`src/common/lsu_consts.svh`:
```
`ifndef LSU_CONSTS_SVH
`define LSU_CONSTS_SVH

// log2 of the store buffer entry count
`define SB_DEPTH 3

// store buffer entry count
`define SB_ENTRIES (1 << `SB_DEPTH)

`endif

```
`src/common/rv32i_types_pkg.sv`:
```
`default_nettype none

package rv32i_types_pkg;

    // store width, ISA funct3 encoding
    typedef enum logic [2:0] {
        sb = 3'b000,
        sh = 3'b001,
        sw = 3'b010
    } store_funct3_e;

    // load width, ISA funct3 encoding
    typedef enum logic [2:0] {
        lb  = 3'b000,
        lh  = 3'b001,
        lw  = 3'b010,
        lbu = 3'b100,
        lhu = 3'b101
    } load_funct3_e;

    // one bit per byte lane
    typedef logic [3:0]  byte_mask_t;
    typedef logic [31:0] word_t;

endpackage

`default_nettype wire

```
`src/common/lsu_mem_pkg.sv`:
```
`default_nettype none

package lsu_mem_pkg;

    // write sequencer towards data memory
    // ws_idle waits for a buffered store,
    // ws_wait holds the request until the response
    typedef enum logic {
        ws_idle = 1'b0,
        ws_wait = 1'b1
    } write_state_e;

endpackage

`default_nettype wire

```
`src/verilog/store_agu.sv`:
```
`timescale 1ns/1ns
`default_nettype none

module store_agu (
    input  logic                        clk,
    input  logic                        arst_n,
    input  logic                        flush,
    input  logic                        st_valid,
    input  rv32i_types_pkg::store_funct3_e st_funct3,
    input  rv32i_types_pkg::word_t      st_base,
    input  rv32i_types_pkg::word_t      st_offset,
    input  rv32i_types_pkg::word_t      st_data,
    output logic                        agu_valid,
    output rv32i_types_pkg::word_t      agu_addr,
    output rv32i_types_pkg::word_t      agu_wdata,
    output rv32i_types_pkg::byte_mask_t agu_wmask
);
    import rv32i_types_pkg::*;

    word_t      sum;
    word_t      rep_data;
    word_t      lane_data;
    byte_mask_t mask_d;

    assign sum = st_base + st_offset;

    // width decode, data copied into every lane it may land in
    always_comb begin
        case (st_funct3)
            sb: begin
                mask_d   = 4'b0001 << sum[1:0];
                rep_data = {4{st_data[7:0]}};
            end
            sh: begin
                mask_d   = 4'b0011 << {sum[1], 1'b0};
                rep_data = {2{st_data[15:0]}};
            end
            sw: begin
                mask_d   = 4'b1111;
                rep_data = st_data;
            end
            default: begin
                mask_d   = 4'b0000;
                rep_data = '0;
            end
        endcase
    end

    // keep only the written lanes
    assign lane_data = rep_data & {{8{mask_d[3]}}, {8{mask_d[2]}},
                                   {8{mask_d[1]}}, {8{mask_d[0]}}};

    always_ff @(posedge clk or negedge arst_n) begin
        if (!arst_n) begin
            agu_valid <= 1'b0;
        end else begin
            agu_valid <= st_valid && !flush;
        end
    end

    always_ff @(posedge clk) begin
        if (st_valid) begin
            agu_addr  <= {sum[31:2], 2'b00};
            agu_wmask <= mask_d;
            agu_wdata <= lane_data;
        end
    end

endmodule

`default_nettype wire

```
`src/store_buffer/store_buffer.sv`:
```
`timescale 1ns/1ns
`default_nettype none

`include "lsu_consts.svh"

module store_buffer (
    input  logic                        clk,
    input  logic                        arst_n,
    input  logic                        flush,
    input  logic                        agu_valid,
    input  rv32i_types_pkg::word_t      agu_addr,
    input  rv32i_types_pkg::byte_mask_t agu_wmask,
    input  rv32i_types_pkg::word_t      agu_wdata,
    input  logic                        sb_pop,
    output logic                        st_ready,
    output logic                        head_valid,
    output rv32i_types_pkg::word_t      head_addr,
    output rv32i_types_pkg::word_t      head_wdata,
    output rv32i_types_pkg::byte_mask_t head_wmask,
    output logic                        snap_valid [`SB_ENTRIES],
    output rv32i_types_pkg::word_t      snap_addr  [`SB_ENTRIES],
    output rv32i_types_pkg::word_t      snap_wdata [`SB_ENTRIES],
    output rv32i_types_pkg::byte_mask_t snap_wmask [`SB_ENTRIES]
);
    import rv32i_types_pkg::*;

    logic       valid_q [`SB_ENTRIES];
    word_t      addr_q  [`SB_ENTRIES];
    word_t      wdata_q [`SB_ENTRIES];
    byte_mask_t wmask_q [`SB_ENTRIES];

    // head is the next free slot, tail the oldest store
    logic [`SB_DEPTH-1:0] head_q;
    logic [`SB_DEPTH-1:0] tail_q;
    logic [`SB_DEPTH:0]   count_q;

    always_ff @(posedge clk or negedge arst_n) begin
        if (!arst_n) begin
            head_q  <= '0;
            tail_q  <= '0;
            count_q <= '0;
            for (int i = 0; i < `SB_ENTRIES; i++) begin
                valid_q[i] <= 1'b0;
            end
        end else if (flush) begin
            head_q  <= '0;
            tail_q  <= '0;
            count_q <= '0;
            for (int i = 0; i < `SB_ENTRIES; i++) begin
                valid_q[i] <= 1'b0;
            end
        end else begin
            if (agu_valid) begin
                valid_q[head_q] <= 1'b1;
                head_q          <= head_q + 1'b1;
            end
            if (sb_pop) begin
                valid_q[tail_q] <= 1'b0;
                tail_q          <= tail_q + 1'b1;
            end
            count_q <= count_q + (`SB_DEPTH+1)'(agu_valid) - (`SB_DEPTH+1)'(sb_pop);
        end
    end

    always_ff @(posedge clk) begin
        if (agu_valid && !flush) begin
            addr_q[head_q]  <= agu_addr;
            wmask_q[head_q] <= agu_wmask;
            wdata_q[head_q] <= agu_wdata;
        end
    end

    // two free slots, one more store may sit in the agu register
    assign st_ready = (int'(count_q) <= `SB_ENTRIES - 2);

    // oldest entry towards the write sequencer
    assign head_valid = valid_q[tail_q];
    assign head_addr  = addr_q[tail_q];
    assign head_wmask = wmask_q[tail_q];
    assign head_wdata = wdata_q[tail_q];

    // index 0 is the newest store
    always_comb begin
        logic [`SB_DEPTH-1:0] slot;
        for (int i = 0; i < `SB_ENTRIES; i++) begin
            slot          = head_q - `SB_DEPTH'(i + 1);
            snap_valid[i] = valid_q[slot];
            snap_addr[i]  = addr_q[slot];
            snap_wmask[i] = wmask_q[slot];
            snap_wdata[i] = wdata_q[slot];
        end
    end

endmodule

`default_nettype wire

```
`src/store_buffer/store_forward.sv`:
```
`timescale 1ns/1ns
`default_nettype none

`include "lsu_consts.svh"

module store_forward (
    input  logic                          ld_valid,
    input  rv32i_types_pkg::word_t        ld_addr,
    input  rv32i_types_pkg::load_funct3_e ld_funct3,
    input  logic                          snap_valid [`SB_ENTRIES],
    input  rv32i_types_pkg::word_t        snap_addr  [`SB_ENTRIES],
    input  rv32i_types_pkg::word_t        snap_wdata [`SB_ENTRIES],
    input  rv32i_types_pkg::byte_mask_t   snap_wmask [`SB_ENTRIES],
    output rv32i_types_pkg::word_t        fwd_data,
    output rv32i_types_pkg::byte_mask_t   fwd_hit_mask,
    output logic                          fwd_full
);
    import rv32i_types_pkg::*;

    byte_mask_t need_mask;

    // bytes the load reads
    always_comb begin
        case (ld_funct3)
            lb, lbu: need_mask = 4'b0001 << ld_addr[1:0];
            lh, lhu: need_mask = 4'b0011 << {ld_addr[1], 1'b0};
            lw:      need_mask = 4'b1111;
            default: need_mask = 4'b0000;
        endcase
    end

    // walk oldest to newest so the newest match wins per lane
    always_comb begin
        fwd_hit_mask = '0;
        fwd_data     = '0;
        for (int i = `SB_ENTRIES - 1; i >= 0; i--) begin
            if (ld_valid && snap_valid[i] && (snap_addr[i][31:2] == ld_addr[31:2])) begin
                for (int b = 0; b < 4; b++) begin
                    if (snap_wmask[i][b]) begin
                        fwd_hit_mask[b]    = 1'b1;
                        fwd_data[8*b +: 8] = snap_wdata[i][8*b +: 8];
                    end
                end
            end
        end
    end

    // all needed bytes come from the buffer
    assign fwd_full = ld_valid && ((need_mask & ~fwd_hit_mask) == 4'b0000);

endmodule

`default_nettype wire

```
`src/verilog/dmem_write_fsm.sv`:
```
`timescale 1ns/1ns
`default_nettype none

module dmem_write_fsm (
    input  logic                        clk,
    input  logic                        arst_n,
    input  logic                        flush,
    input  logic                        head_valid,
    input  rv32i_types_pkg::word_t      head_addr,
    input  rv32i_types_pkg::byte_mask_t head_wmask,
    input  rv32i_types_pkg::word_t      head_wdata,
    input  logic                        dmem_resp,
    output logic                        sb_pop,
    output logic                        dmem_write,
    output rv32i_types_pkg::word_t      dmem_addr,
    output rv32i_types_pkg::word_t      dmem_wdata,
    output rv32i_types_pkg::byte_mask_t dmem_wmask
);
    import lsu_mem_pkg::*;

    write_state_e state_q;
    // buffer was flushed under an outstanding write
    logic         discard_q;
    logic         start;

    // sb_pop high means the head is the entry just written
    assign start = (state_q == ws_idle) && head_valid && !sb_pop && !flush;

    always_ff @(posedge clk or negedge arst_n) begin
        if (!arst_n) begin
            state_q   <= ws_idle;
            discard_q <= 1'b0;
            sb_pop    <= 1'b0;
        end else begin
            sb_pop <= 1'b0;
            case (state_q)
                ws_idle: begin
                    if (start) begin
                        state_q <= ws_wait;
                    end
                end
                ws_wait: begin
                    if (dmem_resp) begin
                        state_q   <= ws_idle;
                        discard_q <= 1'b0;
                        sb_pop    <= !discard_q && !flush;
                    end else if (flush) begin
                        discard_q <= 1'b1;
                    end
                end
                default: state_q <= ws_idle;
            endcase
        end
    end

    // request payload, held for the whole write
    always_ff @(posedge clk) begin
        if (start) begin
            dmem_addr  <= head_addr;
            dmem_wmask <= head_wmask;
            dmem_wdata <= head_wdata;
        end
    end

    assign dmem_write = (state_q == ws_wait);

endmodule

`default_nettype wire

```
`src/verilog/store_path.sv`:
```
`timescale 1ns/1ns
`default_nettype none

`include "lsu_consts.svh"

module store_path (
    input  logic                          clk,
    input  logic                          arst_n,
    input  logic                          flush,
    input  logic                          st_valid,
    input  rv32i_types_pkg::store_funct3_e st_funct3,
    input  rv32i_types_pkg::word_t        st_base,
    input  rv32i_types_pkg::word_t        st_offset,
    input  rv32i_types_pkg::word_t        st_data,
    output logic                          st_ready,
    input  logic                          ld_valid,
    input  rv32i_types_pkg::word_t        ld_addr,
    input  rv32i_types_pkg::load_funct3_e ld_funct3,
    output rv32i_types_pkg::word_t        fwd_data,
    output rv32i_types_pkg::byte_mask_t   fwd_hit_mask,
    output logic                          fwd_full,
    output logic                          dmem_write,
    output rv32i_types_pkg::word_t        dmem_addr,
    output rv32i_types_pkg::byte_mask_t   dmem_wmask,
    output rv32i_types_pkg::word_t        dmem_wdata,
    input  logic                          dmem_resp
);
    import rv32i_types_pkg::*;

    // agu register to buffer
    logic       agu_valid;
    word_t      agu_addr;
    word_t      agu_wdata;
    byte_mask_t agu_wmask;

    // oldest entry and retire strobe
    logic       head_valid;
    word_t      head_addr;
    word_t      head_wdata;
    byte_mask_t head_wmask;
    logic       sb_pop;

    // newest-first view for forwarding
    logic       snap_valid [`SB_ENTRIES];
    word_t      snap_addr  [`SB_ENTRIES];
    word_t      snap_wdata [`SB_ENTRIES];
    byte_mask_t snap_wmask [`SB_ENTRIES];

    store_agu u_store_agu (
        .clk       (clk),
        .arst_n    (arst_n),
        .flush     (flush),
        .st_valid  (st_valid),
        .st_funct3 (st_funct3),
        .st_base   (st_base),
        .st_offset (st_offset),
        .st_data   (st_data),
        .agu_valid (agu_valid),
        .agu_addr  (agu_addr),
        .agu_wdata (agu_wdata),
        .agu_wmask (agu_wmask)
    );

    store_buffer u_store_buffer (
        .clk        (clk),
        .arst_n     (arst_n),
        .flush      (flush),
        .agu_valid  (agu_valid),
        .agu_addr   (agu_addr),
        .agu_wmask  (agu_wmask),
        .agu_wdata  (agu_wdata),
        .sb_pop     (sb_pop),
        .st_ready   (st_ready),
        .head_valid (head_valid),
        .head_addr  (head_addr),
        .head_wdata (head_wdata),
        .head_wmask (head_wmask),
        .snap_valid (snap_valid),
        .snap_addr  (snap_addr),
        .snap_wdata (snap_wdata),
        .snap_wmask (snap_wmask)
    );

    store_forward u_store_forward (
        .ld_valid     (ld_valid),
        .ld_addr      (ld_addr),
        .ld_funct3    (ld_funct3),
        .snap_valid   (snap_valid),
        .snap_addr    (snap_addr),
        .snap_wdata   (snap_wdata),
        .snap_wmask   (snap_wmask),
        .fwd_data     (fwd_data),
        .fwd_hit_mask (fwd_hit_mask),
        .fwd_full     (fwd_full)
    );

    dmem_write_fsm u_dmem_write_fsm (
        .clk        (clk),
        .arst_n     (arst_n),
        .flush      (flush),
        .head_valid (head_valid),
        .head_addr  (head_addr),
        .head_wmask (head_wmask),
        .head_wdata (head_wdata),
        .dmem_resp  (dmem_resp),
        .sb_pop     (sb_pop),
        .dmem_write (dmem_write),
        .dmem_addr  (dmem_addr),
        .dmem_wdata (dmem_wdata),
        .dmem_wmask (dmem_wmask)
    );

endmodule

`default_nettype wire

```
`config.mk`:
```
export PLATFORM = sky130hd
export DESIGN_NAME = store_path
export DESIGN_NICKNAME = d
export VERILOG_FILES = /design/src/common/rv32i_types_pkg.sv /design/src/common/lsu_mem_pkg.sv /design/src/verilog/store_agu.sv /design/src/store_buffer/store_buffer.sv /design/src/store_buffer/store_forward.sv /design/src/verilog/dmem_write_fsm.sv /design/src/verilog/store_path.sv
export VERILOG_INCLUDE_DIRS = /design/src /design/src/common
export SDC_FILE = /design/constraint.sdc
export NUM_CORES = 2
export LEC_CHECK = 0
export BUFFER_PORTS_ARGS = -buffer_cell sky130_fd_sc_hd__buf_4
export CAP_MARGIN = 10
export CORE_AREA = 2 2 334 336
export CTS_CLUSTER_SIZE = 28
export DETAILED_ROUTE_END_ITERATION = 10
export DIE_AREA = 0 0 336 338
export PLACE_DENSITY = 0.73
export SETUP_SLACK_MARGIN = 0.02
export SLEW_MARGIN = 15
export SYNTH_ARGS = -nofsm -noshare
export SYNTH_HDL_FRONTEND = slang
export SYNTH_HIERARCHICAL = 1
export SYNTH_SLANG_ARGS = --single-unit
```
`constraint.sdc`:
```
create_clock -name clk -period 8.6 [get_ports clk]
set_clock_uncertainty 0.2 [all_clocks]
set_input_delay 0.43 -clock clk [delete_from_list [all_inputs] [get_ports clk]]
set_output_delay 0.43 -clock clk [all_outputs]
set_load 0.01 [all_outputs]
```
; After elaboration in Yosys (flattened, before gate mapping)
; Memories as Yosys holds them, arrays and structs flattened. A register that Yosys moved wholly into a read port is not among the register bits.
; Cells that the tools add are included.
; W data, S select, Z words.
[totals]
input_bits = 140
ramBits = 528
elab_cells = 249
regBits = 120
output_inout_bits = 107
mem_count = 3
[memory_table]
columns = name, depth, width, read_ports, rd_clocked_by_memory_dff, write_ports, line_no
row1 = u_store_buffer.wdata_q, 8, 32, 9, 1, 1, store_buffer.sv:29  ; word_t wdata_q [`SB_ENTRIES];
row2 = u_store_buffer.addr_q, 8, 30, 9, 1, 1, store_buffer.sv:28  ; word_t addr_q [`SB_ENTRIES];
row3 = u_store_buffer.wmask_q, 8, 4, 9, 1, 1, store_buffer.sv:30  ; byte_mask_t wmask_q [`SB_ENTRIES];
[classes]
n_bitwise = 16
reduce_logical = 37
n_lt_le_gt_ge = 12
eq_ne = 14
shifts = 4
add_sub_neg = 12
muxes = 132
[ops]
columns = operator, count
row1 = $mux W8, 36
row2 = $mux W32, 8
row3 = $eq A30 B30 Y1, 8
row4 = $pmux W32 S3, 1
row5 = $mux W1, 60
row6 = $ge A4 B4 Y1 const B, 9
row7 = $mux W4, 9
row8 = $not A3 Y4, 9
row9 = $add A32 B32 Y32, 1
row10 = $and A32 B32 Y32, 1
row11 = $bmux W1 S3, 9
row12 = $logic_and A1 B1 Y1, 25
row13 = $pmux W4 S3, 2
row14 = $mux W3, 4
row15 = $sub A3 B3 Y3 const B, 4
row16 = $and A8 B8 Y8, 1
row17 = $lt A4 B1 Y1 const B, 2
row18 = $not A8 Y8, 1
row19 = $or A8 B8 Y8, 1
row20 = $shl A1 B2 Y4 const A, 2
row21 = $shl A2 B2 Y4 const A, 2
row22 = $add A3 B1 Y3 const B, 2
row23 = $demux W1 S3, 2
row24 = $eq A3 B1 Y1 const B, 2
row25 = other kinds (17), 26

; Logic depth before layout (Yosys ltp)
[depth]
ltp_word = 25
mapped_depth = 21
ltp_nobuf = 12

; Cells and area by module
; Netlist, hierarchy kept.
[by_module_without_submodules]
columns = module, seq_area_each_um2, area_per_inst_um2, cells_per_inst, n_inst
row1 = store_buffer, 16786.1, 41347.2, 3062, 1
row2 = store_forward, 0.0, 6681.4, 991, 1
row3 = store_agu, 2006.9, 4366.7, 441, 1
row4 = dmem_write_fsm, 2117.0, 2162.1, 78, 1

; Worst setup path before layout
; OpenSTA, ideal clock, no wires.
[synth_path]
kind = reg2reg
start = reg u_store_buffer.head_q[1]
end = mem u_store_buffer/addr_q[4][0] in the netlist's numbering, enable pin
setup_slack_ns = 1.912
setup_time_ns = 0.577
path_stages_with_launch = 8
required_ns = 7.823
path_buffers = 3
synth_period_minus_slack_ns = 6.688
arrival_time_ns = 5.910
cell_sequence = dfrtp_1 buf_2 clkbuf_1 buf_2 inv_1 ha_1 nand2_1 nor3_1
[synth_lines]
columns = element, line_no
row1 = start: declaration, store_buffer.sv:33  ; logic [`SB_DEPTH-1:0] head_q;
row2 = start signal: assignment, store_buffer.sv:55  ; head_q <= head_q + 1'b1;
row3 = end: declaration, store_buffer.sv:28
; Straight into the memory's write port.

==> run_results.csv <==
group,metric,value,unit
grt,grt_max_degree,165,
placed_design,gp_congestion,1.05,
sta,tightest_slew,1.27,ns
finish,multiInputGateArea,0.0312,mm2
critical_path,critical_path_class,"flop to output port",
critical_path,timing.rr.start,"u_store_buffer/head_q[1]",
clock_network,clock_sinks,700,
power_and_ir_drop,leakagePower,20.2,nW
grt,antenna_found_initial,14,
clock_network,cts_max_path_buffers,3,
critical_path,crit_end,"fwd_full",
critical_path,r2r_end,"u_store_buffer/addr_q[7][21]",
critical_path,cp.arrival,7.38,ns
drt,wl_per_cell,28.6,um
placed_design,hpwl,116000,um
die,fp-row-count,122,
job,maxCapViolations,0,
placed_design,place_area,0.0567,mm2
sta,period_share,0.932,
finish,layout-drive-gt1-share,0.296,
clock_network,clk_latency,0.68,ns
grt,grt.overflow.total,0,
drt,wl,174000,um
critical_path,crit_path_start_kind,"flop",
clock_network,htree_levels,3,
sta,setup_slack,0.585,ns
worst_hold_path,min_path_type,"input port to flop",
die,core_area,0.110,mm2
logic_synthesis,syn-cell-area,0.0540,mm2
drt,drt_iter0_markers,6813,
drt,ant_nets,0,
sta,hold_viol,0,
sta,finalSetupViolCount,0,
die,die-width,336,um
drt,drt_pass1_iterations,9,
clock_network,clock-root-buffer,"clkbuf_16",
sta,slew_headroom,0.153,
grt,grt_pass1_wl,256000,um
logic_synthesis,syn_area_per_cell,12.0,um2
power_and_ir_drop,peakVddDrop,0.150,mV
clock_network,hold_buffers,21,
clock_network,clk_pin_slew,0.07,ns
sta,post-route-min-period,8.01,ns
logic_synthesis,ys_warn_count,6,
drt,routed_via_density,6.86,
drt,via_count,41885,
finish,finalNetCount,4735,
die,die_y,338,um
critical_path,critPathLaunch,"u_store_buffer/head_q[1]",
power_and_ir_drop,p_per_area,158,mW/mm2
finish,syn_to_final_growth,9.84,%
critical_path,path_max_fanout,164,
finish,ff_latch_area,0.0209,mm2
clock_network,cts_setup_buffers,0,
clock_network,cts_inserted_buffers,76,
die,dieArea,0.114,mm2
critical_path,reg2reg_slack,3.91,ns
drt,drc,0,
status,status,"completed",
critical_path,cp-end-kind,"output port",
clock_network,cts_resized,0,
grt,grt_util_all_layers,0.304,
placed_design,portBuffers,246,
sta,finalSetupTns,0,ns
finish,fillers,8977,
clock_network,cts_tree,"yes",
finish,fin_area,0.0593,mm2
die,ios,247,
critical_path,rr_worst_depth,6,
die,initial_core_util,0.491,
finish,finish.utilization,0.539,
grt,grt_pass1_vias,39066,
placed_design,pre_cts_ws,1.50,ns
sta,clock.fmax,125,MHz
sta,rsz0062_at_grt,"no",
critical_path,critPathRequiredTime,7.97,ns
logic_synthesis,syn_inst,4516,
sta,finalMaxSlewViolations,0,
worst min path at each step:
stage,slack [ns],cells past startpoint,start,endpoint
6_report,0.04,3,st_data[8],u_store_agu/agu_wdata[24]
5_1_grt,0.06,3,st_data[22],u_store_agu/agu_wdata[22]
4_1_cts,0.01,3,st_data[8],u_store_agu/agu_wdata[24]
3_5_place_dp,0.14,1,arst_n,u_store_buffer/count_q[3]
3_3_place_gp,0.14,1,arst_n,u_store_buffer/count_q[0]
2_1_floorplan,-0.07,0,arst_n,u_dmem_write_fsm/discard_q
power by group:
part	switching, W	internal, W	leakage (nW)
clock network	0.00143	0.00185	1.17
logic	0.00117	0.000905	12.6
registers	0.000114	0.00389	6.44
total	0.00271	0.00664	20.2
cells in the final DEF, fill, tap and decap left out, types with 11 or more instances in the layout:
master,n
clkinv_2,11
o21ai_0,14
o221ai_1,17
nand2_1,1303
nand3_1,33
nor3_1,63
clkbuf_16,77
mux2i_1,12
nand4_1,61
xor2_1,87
nor2_1,144
and3_1,15
and2_1,63
clkinv_1,11
nor4_1,22
inv_1,36
clkbuf_1,17
mux4_2,674
edfxtp_1,678
a21o_1,22
xnor2_1,176
dlygate4sd3_1,20
a22o_1,16
ha_1,41
dfrtp_1,16
nand2b_1,43
a222oi_1,24
o2111ai_1,33
mux2_2,204
nor2b_1,26
a221oi_1,24
a31oi_1,16
nand4b_1,24
buf_4,320
diode_2,11
a21oi_1,76
worst max-delay path: stages (launching register included):
cell and delay, ns:
dfrtp_4 0.42, buf_12 0.65, ha_1 0.47, xor2_4 0.68, buf_4 0.67, nand2_1 0.14
nand2_1 0.12, inv_1 0.05, a2111o_1 0.41, nor4_2 0.74, nand4_1 1.08, nand3_1 0.37
o41ai_1 0.18, nor4_1 0.48, buf_4 0.21
metal layers:
layer / GRT usage / vias up / routed length (um)
met3: 0.0719 / 550 / 22900
met5: 0 / - / 57
met4: 0.145 / 8 / 9500
met2: 0.470 / 3209 / 79700
li1: - / 17394 / -
met1: 0.408 / 20724 / 62300
through the flow:
step	power (W)	cells	hold slack, ns
floorplan	0.00553	4517	-0.0656
global route	0.00966	6102	0.0646
finish	0.00935	6108	0.0443
global placement	0.00606	5939	0.143
CTS	0.00935	6097	0.0145
detailed placement	0.00608	5939	0.145
registers in the layout (all words and copies together) (netlist names), 8 cells and up:
name and cells:
u_store_buffer/valid_q 8, u_dmem_write_fsm/dmem_addr 32, u_store_agu/agu_wdata 32, u_dmem_write_fsm/dmem_wdata 32, u_store_buffer/addr_q 256, u_store_buffer/wmask_q 32, u_store_buffer/wdata_q 256, u_store_agu/agu_addr 30
layout make-up:
class                           instances  area share
Multi-Input combinational cell       3387       0.526
Sequential cell                       700       0.353
Timing Repair Buffer                  347      0.0460
Clock buffer                           95      0.0338
Tap cell                             1488      0.0314
Clock inverter                         42     0.00747
Inverter                               38     0.00245
Antenna cell                           11    0.000464
Power figures use the tool's default switching activity.
